## src/common/sampler_pkg.sv

```systemverilog
package sampler_pkg;

    // ******************************************************************
    // load parameters
    // ******************************************************************
    localparam int INSTRUMENT_COUNT = 3;
    localparam int CLKS_PER_BIT     = 16;   // short bit time for simulation
    localparam int SAMPLES_PER_WORD = 8;
    localparam int MEM_WORDS        = 64;

    // ******************************************************************
    // vector types
    // ******************************************************************
    typedef logic [7:0]   byte_t;
    typedef logic [15:0]  sample_t;
    typedef logic [23:0]  count_t;
    typedef logic [127:0] word_t;
    typedef logic [5:0]   word_addr_t;

    // one start word per instrument, plus end of the last one
    typedef count_t [INSTRUMENT_COUNT:0] addr_starts_t;

    // ******************************************************************
    // link structs
    // ******************************************************************
    typedef struct packed {
        sample_t data;
        logic    last;      // final sample of final instrument
    } sample_beat_t;

    typedef struct packed {
        word_addr_t addr;
        word_t      data;
    } mem_write_t;

endpackage
```

## src/verilog/sample_packer.sv

```systemverilog
`timescale 1ns/100ps

module sample_packer (
    input  logic                        clk,
    input  logic                        rst,
    input  sampler_pkg::sample_beat_t   beat,
    input  logic                        beat_valid,
    output sampler_pkg::mem_write_t     wr,
    output logic                        wr_valid,
    output logic                        load_done
);
    import sampler_pkg::*;

    localparam int LANE_W = $clog2(SAMPLES_PER_WORD);
    localparam int SAMPLE_W = $bits(sample_t);

    logic [LANE_W-1:0] lane;
    word_t             word;
    word_addr_t        addr;
    word_t             merged;      // current word with this beat in place
    logic              flush;
    logic              final_wr;

    always_comb begin
        merged = word;
        merged[lane * SAMPLE_W +: SAMPLE_W] = beat.data;   // lane 0 in low bits
    end

    assign flush = beat_valid && (beat.last || lane == LANE_W'(SAMPLES_PER_WORD - 1));

    always_ff @(posedge clk) begin
        if (rst) begin
            lane      <= '0;
            word      <= '0;
            addr      <= '0;
            wr_valid  <= 1'b0;
            final_wr  <= 1'b0;
            load_done <= 1'b0;
        end else begin
            wr_valid <= flush;
            if (flush) begin
                wr.addr  <= addr;
                wr.data  <= merged;
                final_wr <= beat.last;
                word     <= '0;     // unused lanes of a partial word stay zero
                lane     <= '0;
                addr     <= addr + 1'b1;
            end else if (beat_valid) begin
                word <= merged;
                lane <= lane + 1'b1;
            end
            if (wr_valid && final_wr) load_done <= 1'b1;
        end
    end

endmodule

```

## config.mk

```make
export PLATFORM = sky130hd
export DESIGN_NAME = sample_packer
export DESIGN_NICKNAME = d
export VERILOG_FILES = /design/src/common/sampler_pkg.sv /design/src/verilog/sample_packer.sv
export SDC_FILE = /design/constraint.sdc
export NUM_CORES = 1
export LEC_CHECK = 0
export BUFFER_PORTS_ARGS = -buffer_cell sky130_fd_sc_hd__clkbuf_2
export CAP_MARGIN = 30
export CORE_MARGIN = 4
export CORE_UTILIZATION = 50
export CTS_BUF_LIST = sky130_fd_sc_hd__clkbuf_4
export CTS_CLUSTER_DIAMETER = 200
export CTS_CLUSTER_SIZE = 14
export DETAILED_ROUTE_END_ITERATION = 10
export HOLD_SLACK_MARGIN = 0.02
export PLACE_DENSITY = 0.83
export SETUP_SLACK_MARGIN = 0.3
export SLEW_MARGIN = 10
export SYNTH_ARGS = -nofsm -noshare
export SYNTH_HDL_FRONTEND = slang
export SYNTH_SLANG_ARGS = --single-unit
```

## constraint.sdc

```tcl
create_clock -name clk -period 17 [get_ports clk]
set_input_delay 0.85 -clock clk [delete_from_list [all_inputs] [get_ports clk]]
set_output_delay 0.85 -clock clk [all_outputs]
set_load 0.01 [all_outputs]
```

---- Yosys cells after proc, flatten, opt, wreduce, memory -nomap -nowiden ----
Cells that the tools add are included.
cells by class
  bitwise logic cells ..................... 1
  shift-type cells ........................ 2
  add/sub/neg operators ................... 3
  multipliers ............................. 0
  $lt $le $gt $ge ......................... 0
  equality and inequality tests ........... 1
  div/mod/pow operators ................... 0
  reductions and logical operators ........ 5
  mux-type cells .......................... 1
operator list
  kind                                                     number
  bitwise mux 128 bit                                      1
  variable shift 16 x 34 -> 128 bit, first input constant  1
  indexed part select 16 x 34 -> 128 bit                   1
  negator 7 -> 34 bit                                      1
  adder 6 x 1 -> 6 bit, second input constant              1
  adder 3 x 1 -> 3 bit, second input constant              1
  == test 3 bit, second input constant                     1
  logical AND 1 bit                                        2
  AND reduction 2 bit                                      1
  OR reduction 2 bit                                       1
  logical OR 1 bit                                         1
  NOT 1 bit                                                1
word-level totals
  memories ................................ 0
  flip-flop bits (word level) ............. 274
  ROM bits ................................ 0
  output and inout port bits .............. 136
  RAM bits ................................ 0
  input bits .............................. 20
  bits in latches ......................... 0

---- Longest topological paths before layout ----
  depth in word-level cells ............... 4
  depth in mapped cells ................... 12
  mapped depth without buffers ............ 6

---- Worst setup path before layout ----
No wires, ideal clock.
  kind .................................... input to register
  from .................................... input port beat[0] (netlist bit)
  to ...................................... register wr[0] (netlist bit) (enable)
  cell stages on the path ................. 2
  library setup time ...................... 0.630 ns
  required time ........................... 16.370 ns
  setup slack ............................. 9.693 ns
  arrival time ............................ 6.678 ns
  cells stage by stage .................... o21ai_1 nor2_1
on the way
  longest elaborated chain between the ends .. 3
RTL lines
  element                        line                 source
  start: declaration             sample_packer.sv:6   input sampler_pkg::sample_beat_t beat,
  logical OR 1 bit               sample_packer.sv:29  assign flush = beat_valid && (beat.last || lane == LANE_W'(SAMPLES_PER_WORD - 1));
  logical AND 1 bit              sample_packer.sv:29
  AND reduction 2 bit (no line)  -
  end: declaration               sample_packer.sv:8   output sampler_pkg::mem_write_t wr,
No other way between the ends.
A chain may end at the register's enable or synchronous reset.

---- Worst setup path in the final report ----
  from .................................... register lane[0]
  to ...................................... register wr[7] (netlist bit) (data pin)
on the way
  longest elaborated chain between the ends .. 3
  elaborated cells on any way between the ends .. 4
  classes of those cells .................. 1 x add/sub; 2 x shift; 1 x mux
RTL lines
  element                                                                                      line                 source
  start: declaration                                                                           sample_packer.sv:17  logic [LANE_W-1:0] lane;
  start signal: assignment                                                                     sample_packer.sv:50  lane <= lane + 1'b1;
  negator 7 -> 34 bit *                                                                        sample_packer.sv:26  merged[lane * SAMPLE_W +: SAMPLE_W] = beat.data;
  indexed part select 16 x 34 -> 128 bit or variable shift 16 x 34 -> 128 bit (tied branches)  sample_packer.sv:26
  bitwise mux 128 bit *                                                                        sample_packer.sv:26
  net merged[7]                                                                                sample_packer.sv:20  word_t merged;
The timed path passes the listed nets; every way through them passes the cells marked *.

==> results.toml <==
[logic_synthesis]
synth-main-ff-cell = "dfxtp_1"
ys_seq_area_share_pct = 57.0
synth_edf_count = 134
ys_types = 42
synth_nets = 1062
synth_common_cells = "140 x dfxtp_1, 134 x edfxtp_1, 133 x a21oi_1, 118 x mux2_2, 100 x nand3_1"
yosys-top-cells-area = "edfxtp_1 34%, dfxtp_1 23%, mux2_2 11%, a21oi_1 5.6%, nand3_1 4.2%"
syn_inst = 1034
ys_warn_count = 0
synth_largest_area_cell = "edfxtp_1"
synthesis.area_um2 = 12000
yosysMostFrequentCell = "dfxtp_1"
async_flop_share_pct = 0
ys_seq_elements = 274
synth_top_area_share_pct = 33.6
synth.avg_cell_area_um2 = 11.6

[floorplan]
fp.dieW_um = 163
rows = 56
fp.coreArea_um2 = 23500
io_pins = 156
start_util_pct = 50.9
die_height_um = 163
die_area_um2 = 26500

[clock_tree]
post_cts.repair.setup_buffers = 0
clock_latency_ps = 680
cts_tree = "done"
clockBufferDepth = 3
clkSinkCount = 274
hold_buffers = 0
htree_levels = 1
cts_buffers = 23
cts_resized = 0
path_clk_slew_ps = 150
cts_root_buf = "clkbuf_4"

[detailed_routing]
drt-initial-drc-count = 1237
firstDrtPassIters = 6
routed.top_layer = "met4"
drt-wirelength-per-cell_um = 20.5
wl_met2_mm = 13.7
drt-total-wl_mm = 30.0
viasPerCell = 6.14
m1WireLength_mm = 12.6
ant_nets = 0
drc = 0
vias = 8994
dr_wl_met3_mm = 2.45

[pwr]
power_density_nw_per_um2 = 86.1
p_leak_nw = 4.66
ir_drop_mv = 0.0373

[grt]
grt_use_total_pct = 21.4
grt_pass1_wl_mm = 46.0
grt-ovfl-total = 0
grt_pass1_vias = 8138
grt_max_degree = 85
antenna_found_initial = 2

[timing]
fin_ws_ps = 12590
setup_viol = 0
clock.fmax_mhz = 227
worst_slew_pin_slew_ps = 947
fin_crit_sh_pct = 26.0
skew_ps = 60.5
fin_tns_setup_ps = 0
slew_headroom_pct = 36.5
period_minus_slack_ps = 4410
fin_hold_ws_ps = 448
rsz0062_at_grt = "false"
hold_violations = 0
slew_viol_final = 0

[final_layout]
finalCoreUtilization_pct = 56.4
fillCellCount = 2013
area.sequential_um2 = 6830
drive_gt1_share_pct = 31.6
multiInputGateArea_um2 = 4720
final_nets = 1156
area_delta_synth_final_pct = 10.9
design_area_um2 = 13300

[setup_path]
worstPathArrival_ps = 4860
required_ps = 17450
cp_cell_sequence = "buf_4 -> inv_1 -> ha_1 -> ha_1 -> buf_4 -> or4b_1 -> or3_1 -> mux2_4"
path_class = "reg -> reg"
cp_slowest_cell = "dfxtp_2"
crit_fanout = 48
crit_buf_inv = 3
path_delay_family = "simple AND/OR/NAND/NOR gates"
start_kind = "flip-flop"
slowest_delay_ps = 780
critPathCaptureType = "flip-flop"
reg2reg_slack_ps = 12590

[run]
cap_violations = 0

[placement]
io_buffers = 155
gp_congestion = 0.787
place_ws_ps = 12650
dpl_cell_area_um2 = 12900
dp_hpwl_mm = 18.4

[worst_hold_path]
hp-class = "in -> reg"

[outcome]
status = "completed"
[cells by family after synthesis]
logic type,after synthesis,share of synthesized area (%)
AO/OA/AOI/OAI,270,12.1
XOR/XNOR,3,0.219
adder cells (fa/ha/maj),8,0.835
buffers and inverters,116,3.93
flip-flops,274,57.0
multiplexers,131,12.6
AND/OR/NAND/NOR,232,13.3
[sequential cells by signal, indices dropped and copies added (netlist names)]
signal     flops
wr_valid       1
final_wr       1
wr           134
load_done      1
word         128
addr           6
lane           3
[routing by layer]
metal | vias up | GRT usage (%)
met5 | - | 0
met4 | 0 | 9.19
met3 | 92 | 3.75
met2 | 445 | 32.2
met1 | 4326 | 30.5
li1 | 4131 | -
[through the flow]
stage / instances / total power [W]
after floorplan: 1034 / 0.000811
after global placement: 1418 / 0.000843
after detailed placement: 1419 / 0.000846
after CTS: 1460 / 0.00115
after global routing: 1465 / 0.00119
final: 1465 / 0.00114
[final timing paths]
path / startpoint / end / depth (start not counted)
worst min register to register: final_wr / final_wr / 2
worst max register to register: lane[0] / wr[7] / 8
worst min-delay path: beat[0] / final_wr / 3
worst max-delay path: lane[0] / wr[7] / 8
[layout by cell type, fill, tap and decap left out, types with 2 or more instances in the layout]
cell and instances:
o21ai_1 3, mux2i_1 3, nand3_1 100, xor2_1 2
dfxtp_1 139, o21ai_0 96, buf_4 21, nand4b_1 16
clkbuf_4 40, a21oi_1 133, nand4_1 16, o31ai_1 34
mux2_4 10, mux2_2 118, edfxtp_1 134, clkbuf_2 155
nor4b_1 16, and4b_1 16, nor2_1 9, nor4bb_1 32
ha_1 7, inv_1 6, or3_1 4, buf_16 2
diode_2 2, nand2_1 4, nand3b_1 2, and3b_1 2
nor3_2 3
[tightest hold or removal path, delay by kind of cell]
family	cells	cell delay (ps)
compound gates	1	50
buf+inv	1	100
simple gates	1	50
[power breakdown]
part           switching, W  total [W]  internal, W
Clock              0.000203   0.000309     0.000106
Sequential       0.00000739   0.000711     0.000703
Combinational     0.0000851   0.000125    0.0000398
Total              0.000296    0.00114     0.000849
[final cells by class]
cell class | count | share of cell area, %
flip-flops and latches | 274 | 51.4
multi-input cells | 644 | 35.5
repair buffers | 179 | 7.55
well taps | 319 | 3.00
clock buffers | 40 | 2.26
inverters | 6 | 0.169
clock inverters | 1 | 0.0659
diodes | 2 | 0.0377
Power figures use the tool's default switching activity.
