<file path="config.mk">
export PLATFORM = sky130hd
export DESIGN_NAME = uart_rx
export DESIGN_NICKNAME = d
export VERILOG_FILES = /design/src/common/sampler_pkg.sv /design/src/uart_rx/uart_rx.sv
export SDC_FILE = /design/constraint.sdc
export NUM_CORES = 1
export LEC_CHECK = 0
export BUFFER_PORTS_ARGS = -buffer_cell sky130_fd_sc_hd__buf_2
export CAP_MARGIN = 20
export CELL_PAD_IN_SITES_DETAIL_PLACEMENT = 2
export CELL_PAD_IN_SITES_GLOBAL_PLACEMENT = 2
export CORE_ASPECT_RATIO = 0.9
export CORE_MARGIN = 3
export CORE_UTILIZATION = 38
export CTS_BUF_LIST = sky130_fd_sc_hd__clkbuf_2
export CTS_CLUSTER_DIAMETER = 40
export DETAILED_ROUTE_END_ITERATION = 12
export PLACE_DENSITY_LB_ADDON = 0.3
export SYNTH_ARGS = -nofsm -noshare
export SYNTH_HDL_FRONTEND = slang
export SYNTH_SLANG_ARGS = --single-unit
export TNS_END_PERCENT = 1
</file>
<file path="constraint.sdc">
create_clock -name clk -period 1.9 [get_ports clk]
set_clock_uncertainty 0.15 [all_clocks]
set_input_delay 0.285 -clock clk [delete_from_list [all_inputs] [get_ports clk]]
set_output_delay 0.285 -clock clk [all_outputs]
set_load 0.03 [all_outputs]
</file>
<file path="src/common/sampler_pkg.sv">
package sampler_pkg;

    // ******************************************************************
    // load parameters
    // ******************************************************************
    localparam int INSTRUMENT_COUNT = 3;
    localparam int CLKS_PER_BIT     = 16;   // short bit time for simulation
    localparam int SAMPLES_PER_WORD = 8;
    localparam int MEM_WORDS        = 64;

    // ******************************************************************
    // vector types
    // ******************************************************************
    typedef logic [7:0]   byte_t;
    typedef logic [15:0]  sample_t;
    typedef logic [23:0]  count_t;
    typedef logic [127:0] word_t;
    typedef logic [5:0]   word_addr_t;

    // one start word per instrument, plus end of the last one
    typedef count_t [INSTRUMENT_COUNT:0] addr_starts_t;

    // ******************************************************************
    // link structs
    // ******************************************************************
    typedef struct packed {
        sample_t data;
        logic    last;      // final sample of final instrument
    } sample_beat_t;

    typedef struct packed {
        word_addr_t addr;
        word_t      data;
    } mem_write_t;

endpackage
</file>
<file path="src/uart_rx/uart_rx.sv">
`timescale 1ns/100ps

module uart_rx (
    input  logic                clk,
    input  logic                rst,
    input  logic                din,
    output sampler_pkg::byte_t  rx_byte,
    output logic                rx_valid
);
    import sampler_pkg::*;

    localparam int CNT_W = $clog2(CLKS_PER_BIT);

    typedef enum logic [1:0] {
        rx_idle,
        rx_start,
        rx_data,
        rx_stop
    } rx_state_t;

    rx_state_t        state;
    logic [CNT_W-1:0] clk_cnt;
    logic [2:0]       bit_idx;
    logic [1:0]       din_sync;     // line idles high
    logic             din_s;

    assign din_s = din_sync[1];

    always_ff @(posedge clk) begin
        if (rst) begin
            state    <= rx_idle;
            clk_cnt  <= '0;
            bit_idx  <= '0;
            din_sync <= 2'b11;
            rx_valid <= 1'b0;
        end else begin
            din_sync <= {din_sync[0], din};
            rx_valid <= 1'b0;
            clk_cnt  <= clk_cnt + 1'b1;
            case (state)
                rx_idle: begin
                    clk_cnt <= '0;
                    if (!din_s) state <= rx_start;
                end
                rx_start: begin
                    // confirm start bit at its centre
                    if (clk_cnt == CNT_W'(CLKS_PER_BIT / 2 - 1)) begin
                        clk_cnt <= '0;
                        bit_idx <= '0;
                        state   <= din_s ? rx_idle : rx_data;
                    end
                end
                rx_data: begin
                    if (clk_cnt == CNT_W'(CLKS_PER_BIT - 1)) begin
                        clk_cnt <= '0;
                        bit_idx <= bit_idx + 1'b1;
                        if (bit_idx == 3'd7) state <= rx_stop;
                    end
                end
                rx_stop: begin
                    if (clk_cnt == CNT_W'(CLKS_PER_BIT - 1)) begin
                        rx_valid <= din_s;  // drop frame on bad stop bit
                        state    <= rx_idle;
                    end
                end
                default: state <= rx_idle;
            endcase
        end
    end

    // data bits arrive lsb first
    always_ff @(posedge clk) begin
        if (state == rx_data && clk_cnt == CNT_W'(CLKS_PER_BIT - 1)) begin
            rx_byte <= {din_s, rx_byte[7:1]};
        end
    end

endmodule

</file>
* Word-level counts from Yosys, hierarchy flattened
Cells that the tools add are included.
** Storage, ports and cells
- Register bits after elaboration :: 20
- Output and inout bits :: 9
- Word-level logic and storage cells :: 40
** Operators by class
- Add/subtract/negate cells :: 2
- Eq/ne operators :: 11
- Mux-type cells :: 13
- Bitwise logic cells :: 2
- Reduce and logical (&&, ||, !) cells :: 6
** Operators with widths (number)
- $mux 2 :: 6
- $pmux 4 s3 :: 1
- $ne 2x2->1 const B :: 5
- $mux 4 :: 2
- $pmux 2 s4 :: 1
- $mux 3 :: 2
- $pmux 3 s2 :: 1
- $reduce_and 5->1 :: 1
- $add 4x1->4 const B :: 1
- $eq 2x2->1 const B :: 2
- $eq 4x3->1 const B :: 1
- $eq 4x4->1 const B :: 1
- $add 3x1->3 const B :: 1
- $eq 3x3->1 const B :: 1
- $reduce_and 3->1 :: 1
- $reduce_or 3->1 :: 1
- $eq 2x1->1 const B :: 1
- $logic_not 2->1 :: 1
- $not 1->1 :: 2
- $reduce_bool 2->1 :: 1
- $logic_and 1x1->1 :: 1

* Logic depth before layout (Yosys ltp)
- Depth after elaboration :: 4
- Gate-level depth with buffers :: 4
- Mapped depth without buffers :: 4

* Worst setup path after synthesis
OpenSTA, ideal clock, no wires.
- Path type :: register to register
- Start :: register clk_cnt[0]
- End :: register rx_byte[0], enable pin
- Setup time :: 0.370 ns
- Arrival :: 1.089 ns
- Slack :: 0.291 ns
- Cell stages (with the launch flop) :: 4
- Buffers on the path :: 0
- Clock period less this slack :: 1.609 ns
- Cells stage by stage :: dfxtp_1 -> ha_1 -> nand4_1 -> nor2_1
** Between the ends
- Word-level cells in the longest chain between the ends :: 2
** Ends and longest elaborated chain
- start, declared :: line uart_rx.sv:22 : logic [CNT_W-1:0] clk_cnt;
- start signal, assigned :: line uart_rx.sv:39 : clk_cnt <= clk_cnt + 1'b1;
- $eq 4x4->1 :: line uart_rx.sv:73 : if (state == rx_data && clk_cnt == CNT_W'(CLKS_PER_BIT - 1)) begin
- $logic_and 1x1->1 :: line uart_rx.sv:73
- end signal, assigned :: line uart_rx.sv:74 : rx_byte <= {din_s, rx_byte[7:1]};
- end, declared :: line uart_rx.sv:7 : output sampler_pkg::byte_t rx_byte,
Every way passes these cells.
A chain may end at the register's enable or synchronous reset.

* Final worst setup path
- Start :: register clk_cnt[0]
- End :: register rx_byte[7], enable pin
Same word-level chain as after synthesis.

==> metrics.md <==
| Metric | Value |
|---|---|
| Core area | `1770 sq um` |
| Worst hold margin | `94.1 ps` |
| Effective utilization at floorplan | `0.428` |
| Status | `finished clean` |
| CTS clk-pin slew, worst paths | `170 ps` |
| Fill cells | `174` |
| CTS Hold Bufs | `1` |
| First-pass GRT wire length | `2950 microns` |
| Final TNS setup | `0 ps` |
| Largest net degree at the start of global routing | `12` |
| Setup bufs post-CTS | `0` |
| H-tree levels | `1` |
| Seq/Total Area, Yosys | `0.635` |
| CP Max Fanout | `8` |
| Cts repair resizes | `0` |
| Ys flop type | `dfxtp_1` |
| DIE AREA | `2560 sq um` |
| Async SR Flop Fraction | `0` |
| Drt via density | `5.35` |
| Placed insts | `91` |
| DRT Pass-1 Iters | `4` |
| Synth Register Bits | `20` |
| Endpoints failing hold | `0` |
| Share of cells above drive strength 1 | `0.333` |
| Layout area overhead | `15.4%` |
| Post-DP HPWL | `1350 microns` |
| Final slew viol count | `0` |
| Peak supply drop | `476 uV` |
| Area share of the largest cell type after synthesis | `0.317` |
| Global route overflow | `0` |
| Max transition margin | `0.805` |
| Top-count cell post-synth | `dfxtp_1` |
| Vias in the first global route | `564` |
| Drt wl/cell | `17.7 microns` |
| CTS Sinks | `20` |
| Worst EP required | `1810 ps` |
| Critical Path AT | `1490 ps` |
| Number of diodes | `0` |
| Power Dens Cells | `748 nW/um^2` |
| TritonCTS clock tree | `done` |
| PortBufs | `11` |
| Synth area leader | `dfxtp_1` |
| Post-detailed-route count of antenna-violating nets | `0` |
| Cells after Synth | `56` |
| Yosys cell types | `25` |
| Placer congestion estimate | `0.742` |
| Ys Warns | `0` |
| RSZ-0062 raised after global routing | `no` |
| Max-cap violations | `0` |
| Synth Cell Area | `757 sq um` |
| Routed via count | `514` |
| Crit path launch type | `flop` |
| Site Rows | `14` |
| Setup CP Type | `flop to flop` |
| Overall Global Routing Usage | `0.159` |
| Part of the cycle the worst path needs | `0.832` |
| Clock period minus worst slack | `1580 ps` |
| Hold Path Class | `input pin to flop` |
| Commonest cells in the netlist | `dfxtp_1, edfxtp_1, nor2_1, ha_1, nor4_1` |
| Final setup violation count | `0` |
| Nets@finish | `79` |
| DRC Markers | `0` |
| Die X | `53.0 microns` |
| Die Span Y | `48.3 microns` |
| EDFF count, synth | `8` |
| Clock Root Buffer | `clkbuf_2` |
| Sequential Area | `480 sq um` |
| Initial antenna violation count | `0` |
| CTS Buf Count | `3` |
| Syn avg cell area | `13.5 sq um` |
| Slew @ Worst Pin | `292 ps` |
| Post-route insts no fill | `96` |
| CP Capture Type | `flop` |
| Upper clock frequency limit | `0.633 GHz` |
| Total Power | `653 uW` |
| Static leakage power | `0.000342 uW` |
| Starting DRC count in detailed routing | `8` |
| CTS max path bufs | `2` |
| Drt total wl | `1700 microns` |
| Clk_lat worst skew | `330 ps` |
| Synth area leaders | `dfxtp_1, edfxtp_1, ha_1` |
| Io pins | `12` |
| Syn Nets | `62` |
| Multi-input gate area | `268 sq um` |
state kept, by name, summed over array words and instances (netlist names), named ones only:
| register | count |
|---|---|
| rx_byte | 8 |
| clk_cnt | 4 |
| state | 1 |
| din_sync | 2 |
| rx_valid | 1 |
| bit_idx | 3 |
routing by layer:
metal,part of all wire,global-route usage
met1,0.39,0.180
met2,0.55,0.285
met3,0.051,0.0460
met4,0.0083,0.0383
met5,0,0
critical path, cell delays in order (launching register included):
cell,delay [ps]
dfxtp_1,390
ha_1,290
nand4_1,180
nor2_1,130
buf_4,180
final timing paths:
path                    start     endpoint  slack, ps  cells after the start
hold / removal            rst   clk_cnt[1]         90                      2
setup / recovery   clk_cnt[0]   rx_byte[7]        320                      4
setup reg to reg   clk_cnt[0]   rx_byte[7]        320                      4
hold reg to reg   din_sync[0]  din_sync[1]        290                      1
power by group:
part	internal, uW	switching (uW)
Clock	45.7	132
Sequential	447	4.16
Combinational	12.2	12.4
area by class of cell:
cell class,count,share of cell area
flip-flops and latches,20,0.550
well taps,24,0.0344
multi-input cells,34,0.307
inverters,1,0.00430
repair buffers,13,0.0831
clock buffers,3,0.0172
clock inverters,1,0.00430
kinds of logic after synthesis:
logic type               share of synthesized area
AND/OR/NAND/NOR                              0.177
flip-flops                                   0.635
AO/OA/AOI/OAI                               0.0959
adder cells (fa/ha/maj)                     0.0496
buffers and inverters                       0.0116
XOR/XNOR                                    0.0116
multiplexers                                0.0198
cells in the final DEF (no fill, tap or decap):
cell type and instances:
a21oi_1 2, a22o_2 2, a311oi_1 1, a31oi_1 1, and2_1 1, and4_2 1, and4bb_4 1, buf_2 11
buf_4 1, clkbuf_2 3, clkinv_1 1, dfxtp_1 12, dlygate4sd3_1 1, edfxtp_1 8, ha_1 3, inv_1 1
mux2_4 1, nand3_1 2, nand4_1 1, nor2_1 5, nor3_1 2, nor4_1 3, nor4b_1 1, o21bai_1 1
o22ai_4 1, or2_2 2, or2_4 1, or2b_1 1, xor2_1 1
stage by stage:
stage	util	area, sq um	setup slack (ps)
6_report	0.494	873	320
5_1_grt	0.494	873	178
4_1_cts	0.494	873	299
3_5_place_dp	0.477	845	307
3_3_place_gp	0.477	845	397
2_1_floorplan	-	757	291
Note: power is estimated with default switching activity, not from simulation.
