`src/common/sampler_pkg.sv`:
```
package sampler_pkg;

    // ******************************************************************
    // load parameters
    // ******************************************************************
    localparam int INSTRUMENT_COUNT = 3;
    localparam int CLKS_PER_BIT     = 16;   // short bit time for simulation
    localparam int SAMPLES_PER_WORD = 8;
    localparam int MEM_WORDS        = 64;

    // ******************************************************************
    // vector types
    // ******************************************************************
    typedef logic [7:0]   byte_t;
    typedef logic [15:0]  sample_t;
    typedef logic [23:0]  count_t;
    typedef logic [127:0] word_t;
    typedef logic [5:0]   word_addr_t;

    // one start word per instrument, plus end of the last one
    typedef count_t [INSTRUMENT_COUNT:0] addr_starts_t;

    // ******************************************************************
    // link structs
    // ******************************************************************
    typedef struct packed {
        sample_t data;
        logic    last;      // final sample of final instrument
    } sample_beat_t;

    typedef struct packed {
        word_addr_t addr;
        word_t      data;
    } mem_write_t;

endpackage
```
`src/verilog/sample_loader.sv`:
```
`timescale 1ns/100ps

module sample_loader (
    input  logic                        clk,
    input  logic                        rst,
    input  sampler_pkg::byte_t          rx_byte,
    input  logic                        rx_valid,
    output sampler_pkg::sample_beat_t   beat,
    output logic                        beat_valid,
    output sampler_pkg::addr_starts_t   addr_starts
);
    import sampler_pkg::*;

    localparam int IDX_W   = $clog2(INSTRUMENT_COUNT + 1);
    localparam int SHIFT_W = $clog2(SAMPLES_PER_WORD);

    typedef enum logic [1:0] {
        st_size,
        st_sample,
        st_done
    } load_state_t;

    load_state_t      state;
    logic [1:0]       size_byte;    // count bytes seen so far
    count_t           sample_size;
    logic             msb_phase;    // next byte is the sample msb
    byte_t            lsb_byte;
    count_t           sample_cnt;
    count_t           total_cnt;
    logic [IDX_W-1:0] inst_idx;

    count_t           sample_next;
    count_t           total_next;
    logic             inst_end;
    logic             final_inst;

    assign sample_next = sample_cnt + count_t'(1);
    assign total_next  = total_cnt + count_t'(1);
    assign inst_end    = (sample_next == sample_size);
    assign final_inst  = (inst_idx == IDX_W'(INSTRUMENT_COUNT - 1));

    // ******************************************************************
    // control
    // ******************************************************************
    always_ff @(posedge clk) begin
        if (rst) begin
            state       <= st_size;
            size_byte   <= '0;
            sample_size <= '0;
            msb_phase   <= 1'b0;
            sample_cnt  <= '0;
            total_cnt   <= '0;
            inst_idx    <= '0;
            beat_valid  <= 1'b0;
            addr_starts <= '0;
        end else begin
            beat_valid <= 1'b0;
            case (state)
                st_size: begin
                    if (rx_valid) begin
                        sample_size <= {rx_byte, sample_size[23:8]};   // lsb first
                        size_byte   <= size_byte + 1'b1;
                        if (size_byte == 2'd2) begin
                            size_byte  <= '0;
                            msb_phase  <= 1'b0;
                            sample_cnt <= '0;
                            state      <= st_sample;
                        end
                    end
                end
                st_sample: begin
                    if (rx_valid) begin
                        msb_phase <= ~msb_phase;
                        if (msb_phase) begin
                            beat_valid <= 1'b1;
                            sample_cnt <= sample_next;
                            total_cnt  <= total_next;
                            if (inst_end) begin
                                // start word of the next instrument
                                addr_starts[inst_idx + 1'b1] <= total_next >> SHIFT_W;
                                inst_idx <= inst_idx + 1'b1;
                                state    <= final_inst ? st_done : st_size;
                            end
                        end
                    end
                end
                st_done: ;  // later bytes are ignored
                default: state <= st_size;
            endcase
        end
    end

    // ******************************************************************
    // beat payload
    // ******************************************************************
    always_ff @(posedge clk) begin
        if (rx_valid && state == st_sample) begin
            if (msb_phase) begin
                beat.data <= {rx_byte, lsb_byte};
                beat.last <= inst_end && final_inst;
            end else begin
                lsb_byte <= rx_byte;
            end
        end
    end

endmodule

```
`config.mk`:
```
export PLATFORM = sky130hd
export DESIGN_NAME = sample_loader
export DESIGN_NICKNAME = d
export VERILOG_FILES = /design/src/common/sampler_pkg.sv /design/src/verilog/sample_loader.sv
export SDC_FILE = /design/constraint.sdc
export NUM_CORES = 1
export LEC_CHECK = 0
export BUFFER_PORTS_ARGS = -buffer_cell sky130_fd_sc_hd__buf_2
export CAP_MARGIN = 20
export CORE_ASPECT_RATIO = 1.75
export CORE_MARGIN = 2
export CORE_UTILIZATION = 53
export CTS_BUF_LIST = sky130_fd_sc_hd__clkbuf_2 sky130_fd_sc_hd__clkbuf_4 sky130_fd_sc_hd__clkbuf_8
export CTS_CLUSTER_SIZE = 16
export DETAILED_ROUTE_END_ITERATION = 7
export GPL_TIMING_DRIVEN = 0
export HOLD_SLACK_MARGIN = 0.08
export PLACE_DENSITY = 0.74
export SLEW_MARGIN = 25
export SYNTH_ARGS = -nofsm -noshare
export SYNTH_HDL_FRONTEND = slang
export SYNTH_SLANG_ARGS = --single-unit
```
`constraint.sdc`:
```
create_clock -name clk -period 4.7 [get_ports clk]
set_input_delay 0.235 -clock clk [delete_from_list [all_inputs] [get_ports clk]]
set_output_delay 0.235 -clock clk [all_outputs]
set_load 0.03 [all_outputs]
```
# == Word-level counts from Yosys, hierarchy flattened ==
# Cells that the tools add are included.
# W data, S select, Z words.
# totals
register_bits,201
in_bits,11
out_inout_bits,114
# classes
addsub,4
order_cmp,2
eq_ne,10
n_mux,21
bitwise,4
n_reduce_logical,14
# op_table
operator,count
$mux W24,5
$bwmux W96,1
$add A24 B1 Y24 const B,2
$demux W24 S2,1
$pmux W24 S2,1
$eq A24 B24 Y1,1
$mux W2,7
$ne A2 B2 Y1 const B,5
$reduce_and A4 Y1,2
$eq A2 B2 Y1 const B,3
$pmux W2 S3,1
$reduce_and A2 Y1,3
$reduce_and A6 Y1,1
$reduce_and A5 Y1,1
$add A2 B1 Y2 const B,2
$mux W1,4
$not A1 Y1,4
$logic_and A1 B1 Y1,3
$lt A2 B3 Y1 const B,1
$reduce_and A3 Y1,1
$reduce_or A3 Y1,1
$eq A2 B1 Y1 const B,1
$ge A2 B1 Y1 const B,1
$logic_not A2 Y1,1
other kinds (2),2

# == Depth between registers and ports, before layout ==
# depth
ltp_word,6
ltp_mapped,10

# == Least setup slack after synthesis ==
# No wires, ideal clock.
# synth_timing
path_kind,register -> register
startpoint,register sample_cnt[0]
endpoint,register inst_idx[0]
setup_time_ns,0.123
arrival_ns,2.655
path_slack_ns,1.921
stages_incl_launch_ff,9
n_path_buf,0
cell_sequence,dfxtp_1 -> ha_1 -> nand4_1 -> nor4_4 -> o21ai_0 -> mux2_2 -> a211oi_2 -> and3_1 -> mux2_1
# synth_between
elab_chain_cells,3
# synth_lines
item,line,source
start: declaration,sample_loader.sv:28,count_t sample_cnt;
start signal: assignment,sample_loader.sv:76,sample_cnt <= sample_next;
$add A24 B1 Y24,sample_loader.sv:37,assign sample_next = sample_cnt + count_t'(1);
$eq A24 B24 Y1,sample_loader.sv:39,assign inst_end = (sample_next == sample_size);
$reduce_and A4 Y1 (no line),-,
end signal: assignment,sample_loader.sv:81,inst_idx <= inst_idx + 1'b1;
end: declaration,sample_loader.sv:30,logic [IDX_W-1:0] inst_idx;
# No other way between the ends.
# A chain may end at the register's enable or synchronous reset.

# == Final worst setup path ==
# layout_timing
startpoint,register sample_cnt[0]
endpoint,register addr_starts[9] (netlist name)
# layout_between
elab_chain_cells,3
# layout_lines
item,line,source
$add A24 B1 Y24,sample_loader.sv:37,
$eq A24 B24 Y1,sample_loader.sv:39,
$reduce_and A4 Y1 (no line),-,
end signal: indexed assignment,sample_loader.sv:80,addr_starts[inst_idx + 1'b1] <= total_next >> SHIFT_W;
end: declaration,sample_loader.sv:10,output sampler_pkg::addr_starts_t addr_starts
# No other way between the ends.

==> impl_results.md <==
- DRT Wirelength: 21520 µm
- Core area: 0.01595 mm²
- WL met3: 811 µm
- Synth Instances: 952
- Fill count: 1436
- Placed inst area: 0.009509 mm²
- Worst Path Required: 5.05 ns
- Rows: 61
- Port buffer count: 111
- Seq/Total Area, Yosys: 46.53%
- Setup tns final: 0 ns
- Pins Over Slew Limit: 0
- Status: finished clean
- DRC viols: 0
- Initial DRC count: 339
- Post-synth ARST share: 0%
- CTS Root Cell: clkbuf_8
- Worst-Skew Late Latency: 0.47 ns
- Total GRT Usage: 25.13%
- First-pass iteration count of the detailed router: 5
- Synth top area cells: dfxtp_1, mux2i_1, nand2_1, edfxtp_1, xnor2_1
- Routed Antenna Nets: 0
- Clock power share: 36.2%
- Fmax: 294.6 MHz
- Final nets: 1119
- Final clock skew: 0.01431 ns
- CP Max Fanout: 10
- Die area: 0.01744 mm²
- Setup crit end kind: flip-flop
- Synthesized cell area: 0.008670 mm²
- Max-Cap Viols: 0
- Number of flops mapped to enable cells by yosys: 25
- WS Path Type: reg2reg
- RSZ-0062 raised after global routing: false
- Placer congestion estimate: 0.9963
- Hpwl dp: 16280 µm
- Peak supply drop: 0.0001701 V
- P_int: 2.084 mW
- Synth cell types: 63
- Commonest cells in the netlist: nand2_1, dfxtp_1, mux2i_1
- Area leader, netlist: dfxtp_1
- DR WL met2: 11790 µm
- Startpoint types: flip-flop
- Routed vias/inst: 5.560
- Clock slew at reported path FFs: 0.10 ns
- Ant. Diodes: 0
- Setup violations, final: 0
- Uppermost layer routed: met4
- Pwr Total: 2.801 mW
- Hold Crit Class: in2reg
- CTS tree: done
- Number of global-route vias before repair: 7032
- First-pass GRT wire length: 34740 µm
- Relative slew slack: 37.43%
- Minimum clock period: 3.394 ns
- Max H-tree Level: 4
- Share of cells above drive strength 1: 17.50%
- Final core occ: 62.45%
- Hold Fails Final Rpt: 0
- Routed len/inst: 16.52 µm
- Min Hold Slack: 0.2296 ns
- Largest net degree at the start of global routing: 27
- Synth top area share: 37.87%
- Synth Warn #: 0
- Met1 Wirelength: 7929 µm
- Comb pwr share: 4.7%
- TritonCTS Buffers: 17
- Area grow syn2layout: 14.91%
- Least-Margin Pin Slew: 0.9299 ns
- Via count: 7245
- Count leader, synth: nand2_1
- Setup Fix Bufs, Post-CTS: 0
- Pwr Density: 281.2 mW/mm²
- Avg Inst Size Synth: 9.107 µm²
- Die Height: 173.2 µm
- GR Overflow Total: 0
- DIE WIDTH: 100.7 µm
- Clk sinks: 189
- Antenna violations before repair: 0
- Final worst path period share: 72.22%
- Commonest register cell after synthesis: dfxtp_1
- Reg power frac: 59.1%
- Clock buffer depth: 2
- Initial Util: 54.35%
- Post-cts repair resize count: 0
- Net Sw Frac: 25.59%
- Design area: 0.009962 mm²
- Net Switching: 716.9 µW
- CP arrival: 3.75 ns
- Pleak: 4.446 nW
- FF+latch count, synth: 189
- I/O pin cnt: 125
==> placed cells by master (no fill, tap or decap), drive strengths merged, types with 12 or more instances in the layout <==
cell type / synthesis / final
a21oi: 48 / 48
buf: 34 / 145
clkbuf: 34 / 52
conb: 1 / 12
dfxtp: 164 / 164
edfxtp: 25 / 25
inv: 16 / 24
mux2i: 88 / 88
nand2: 212 / 212
nand3: 26 / 26
nand4: 22 / 22
nor2: 47 / 47
nor3: 16 / 16
o21ai: 42 / 42
or3: 13 / 13
xnor2: 46 / 46
xor2: 22 / 22
==> area by class of cell <==
| class | instances | area (µm²) | share of cell area, % |
|---|---|---|---|
| tap | 189 | 236.5 | 2.374 |
| buffer | 68 | 385.4 | 3.868 |
| sequential | 189 | 4034 | 40.49 |
| clock buffer | 18 | 247.7 | 2.487 |
| inverter | 16 | 60.06 | 0.6029 |
| multi-input combinational | 690 | 4238 | 42.54 |
| clock inverter | 14 | 125.1 | 1.256 |
| timing repair buffer | 119 | 635.6 | 6.380 |
==> registers in the layout, summed over array words and instances, names as in the netlist <==
signal and flops:
beat 17, beat_valid 1, msb_phase 1, inst_idx 2
lsb_byte 8, total_cnt 24, sample_cnt 24, sample_size 24
size_byte 2, state 2, addr_starts 84
==> logic make-up after synthesis <==
| logic type | synth area share [%] |
|---|---|
| adder cells (fa/ha/maj) | 1.010 |
| buffers and inverters | 5.123 |
| flip-flops | 46.53 |
| multiplexers | 10.42 |
| other | 0.04325 |
| XOR/XNOR | 6.870 |
| AND/OR/NAND/NOR | 20.75 |
| AO/OA/AOI/OAI | 9.251 |
==> per-stage QoR <==
step	setup slack, ns	cells
2_1_floorplan	1.921	963
3_3_place_gp	1.313	1263
3_5_place_dp	1.299	1263
5_1_grt	1.072	1303
4_1_cts	1.304	1303
6_report	1.306	1303
==> path summary, 6_finish.rpt <==
check | from | to | slack [ns] | cells after the start
worst max-delay path | sample_cnt[0] | addr_starts[9] | 1.31 | 9
worst min register to register | lsb_byte[3] | beat[4] | 0.42 | 0
worst max register to register | sample_cnt[0] | addr_starts[9] | 1.31 | 9
worst min-delay path | rx_valid | state[0] | 0.23 | 3
==> layer usage <==
layer | up-vias | track usage [%]
met5 | - | 0
met4 | 0 | 13.41
met3 | 72 | 3.880
met2 | 224 | 46.86
met1 | 3399 | 26.00
li1 | 3550 | -
==> critical path, stage by stage (launching register included) <==
cell      delay [ns]
dfxtp_1         0.48
ha_1            0.36
nand3_1         0.33
or3_1           0.47
a211oi_1        0.27
nand4_1         0.19
nor4_4          0.51
nand4_2         0.30
buf_6           0.25
mux2i_1         0.13
==> timing repair <==
item	CTS	global route
endpoints found under the hold margin	24	0
hold buffers	8	0
endpoints found under the setup margin	0	0
==> power by group through the flow <==
stage                     registers [mW]  logic, mW  clock network, mW
after floorplan                     1.69     0.0929                  0
after global placement              1.69      0.124                  0
after detailed placement            1.69      0.126                  0
after CTS                           1.65      0.131               1.04
after global routing                1.66      0.145               1.10
final                               1.65      0.132               1.01
Power figures use the tool's default switching activity.
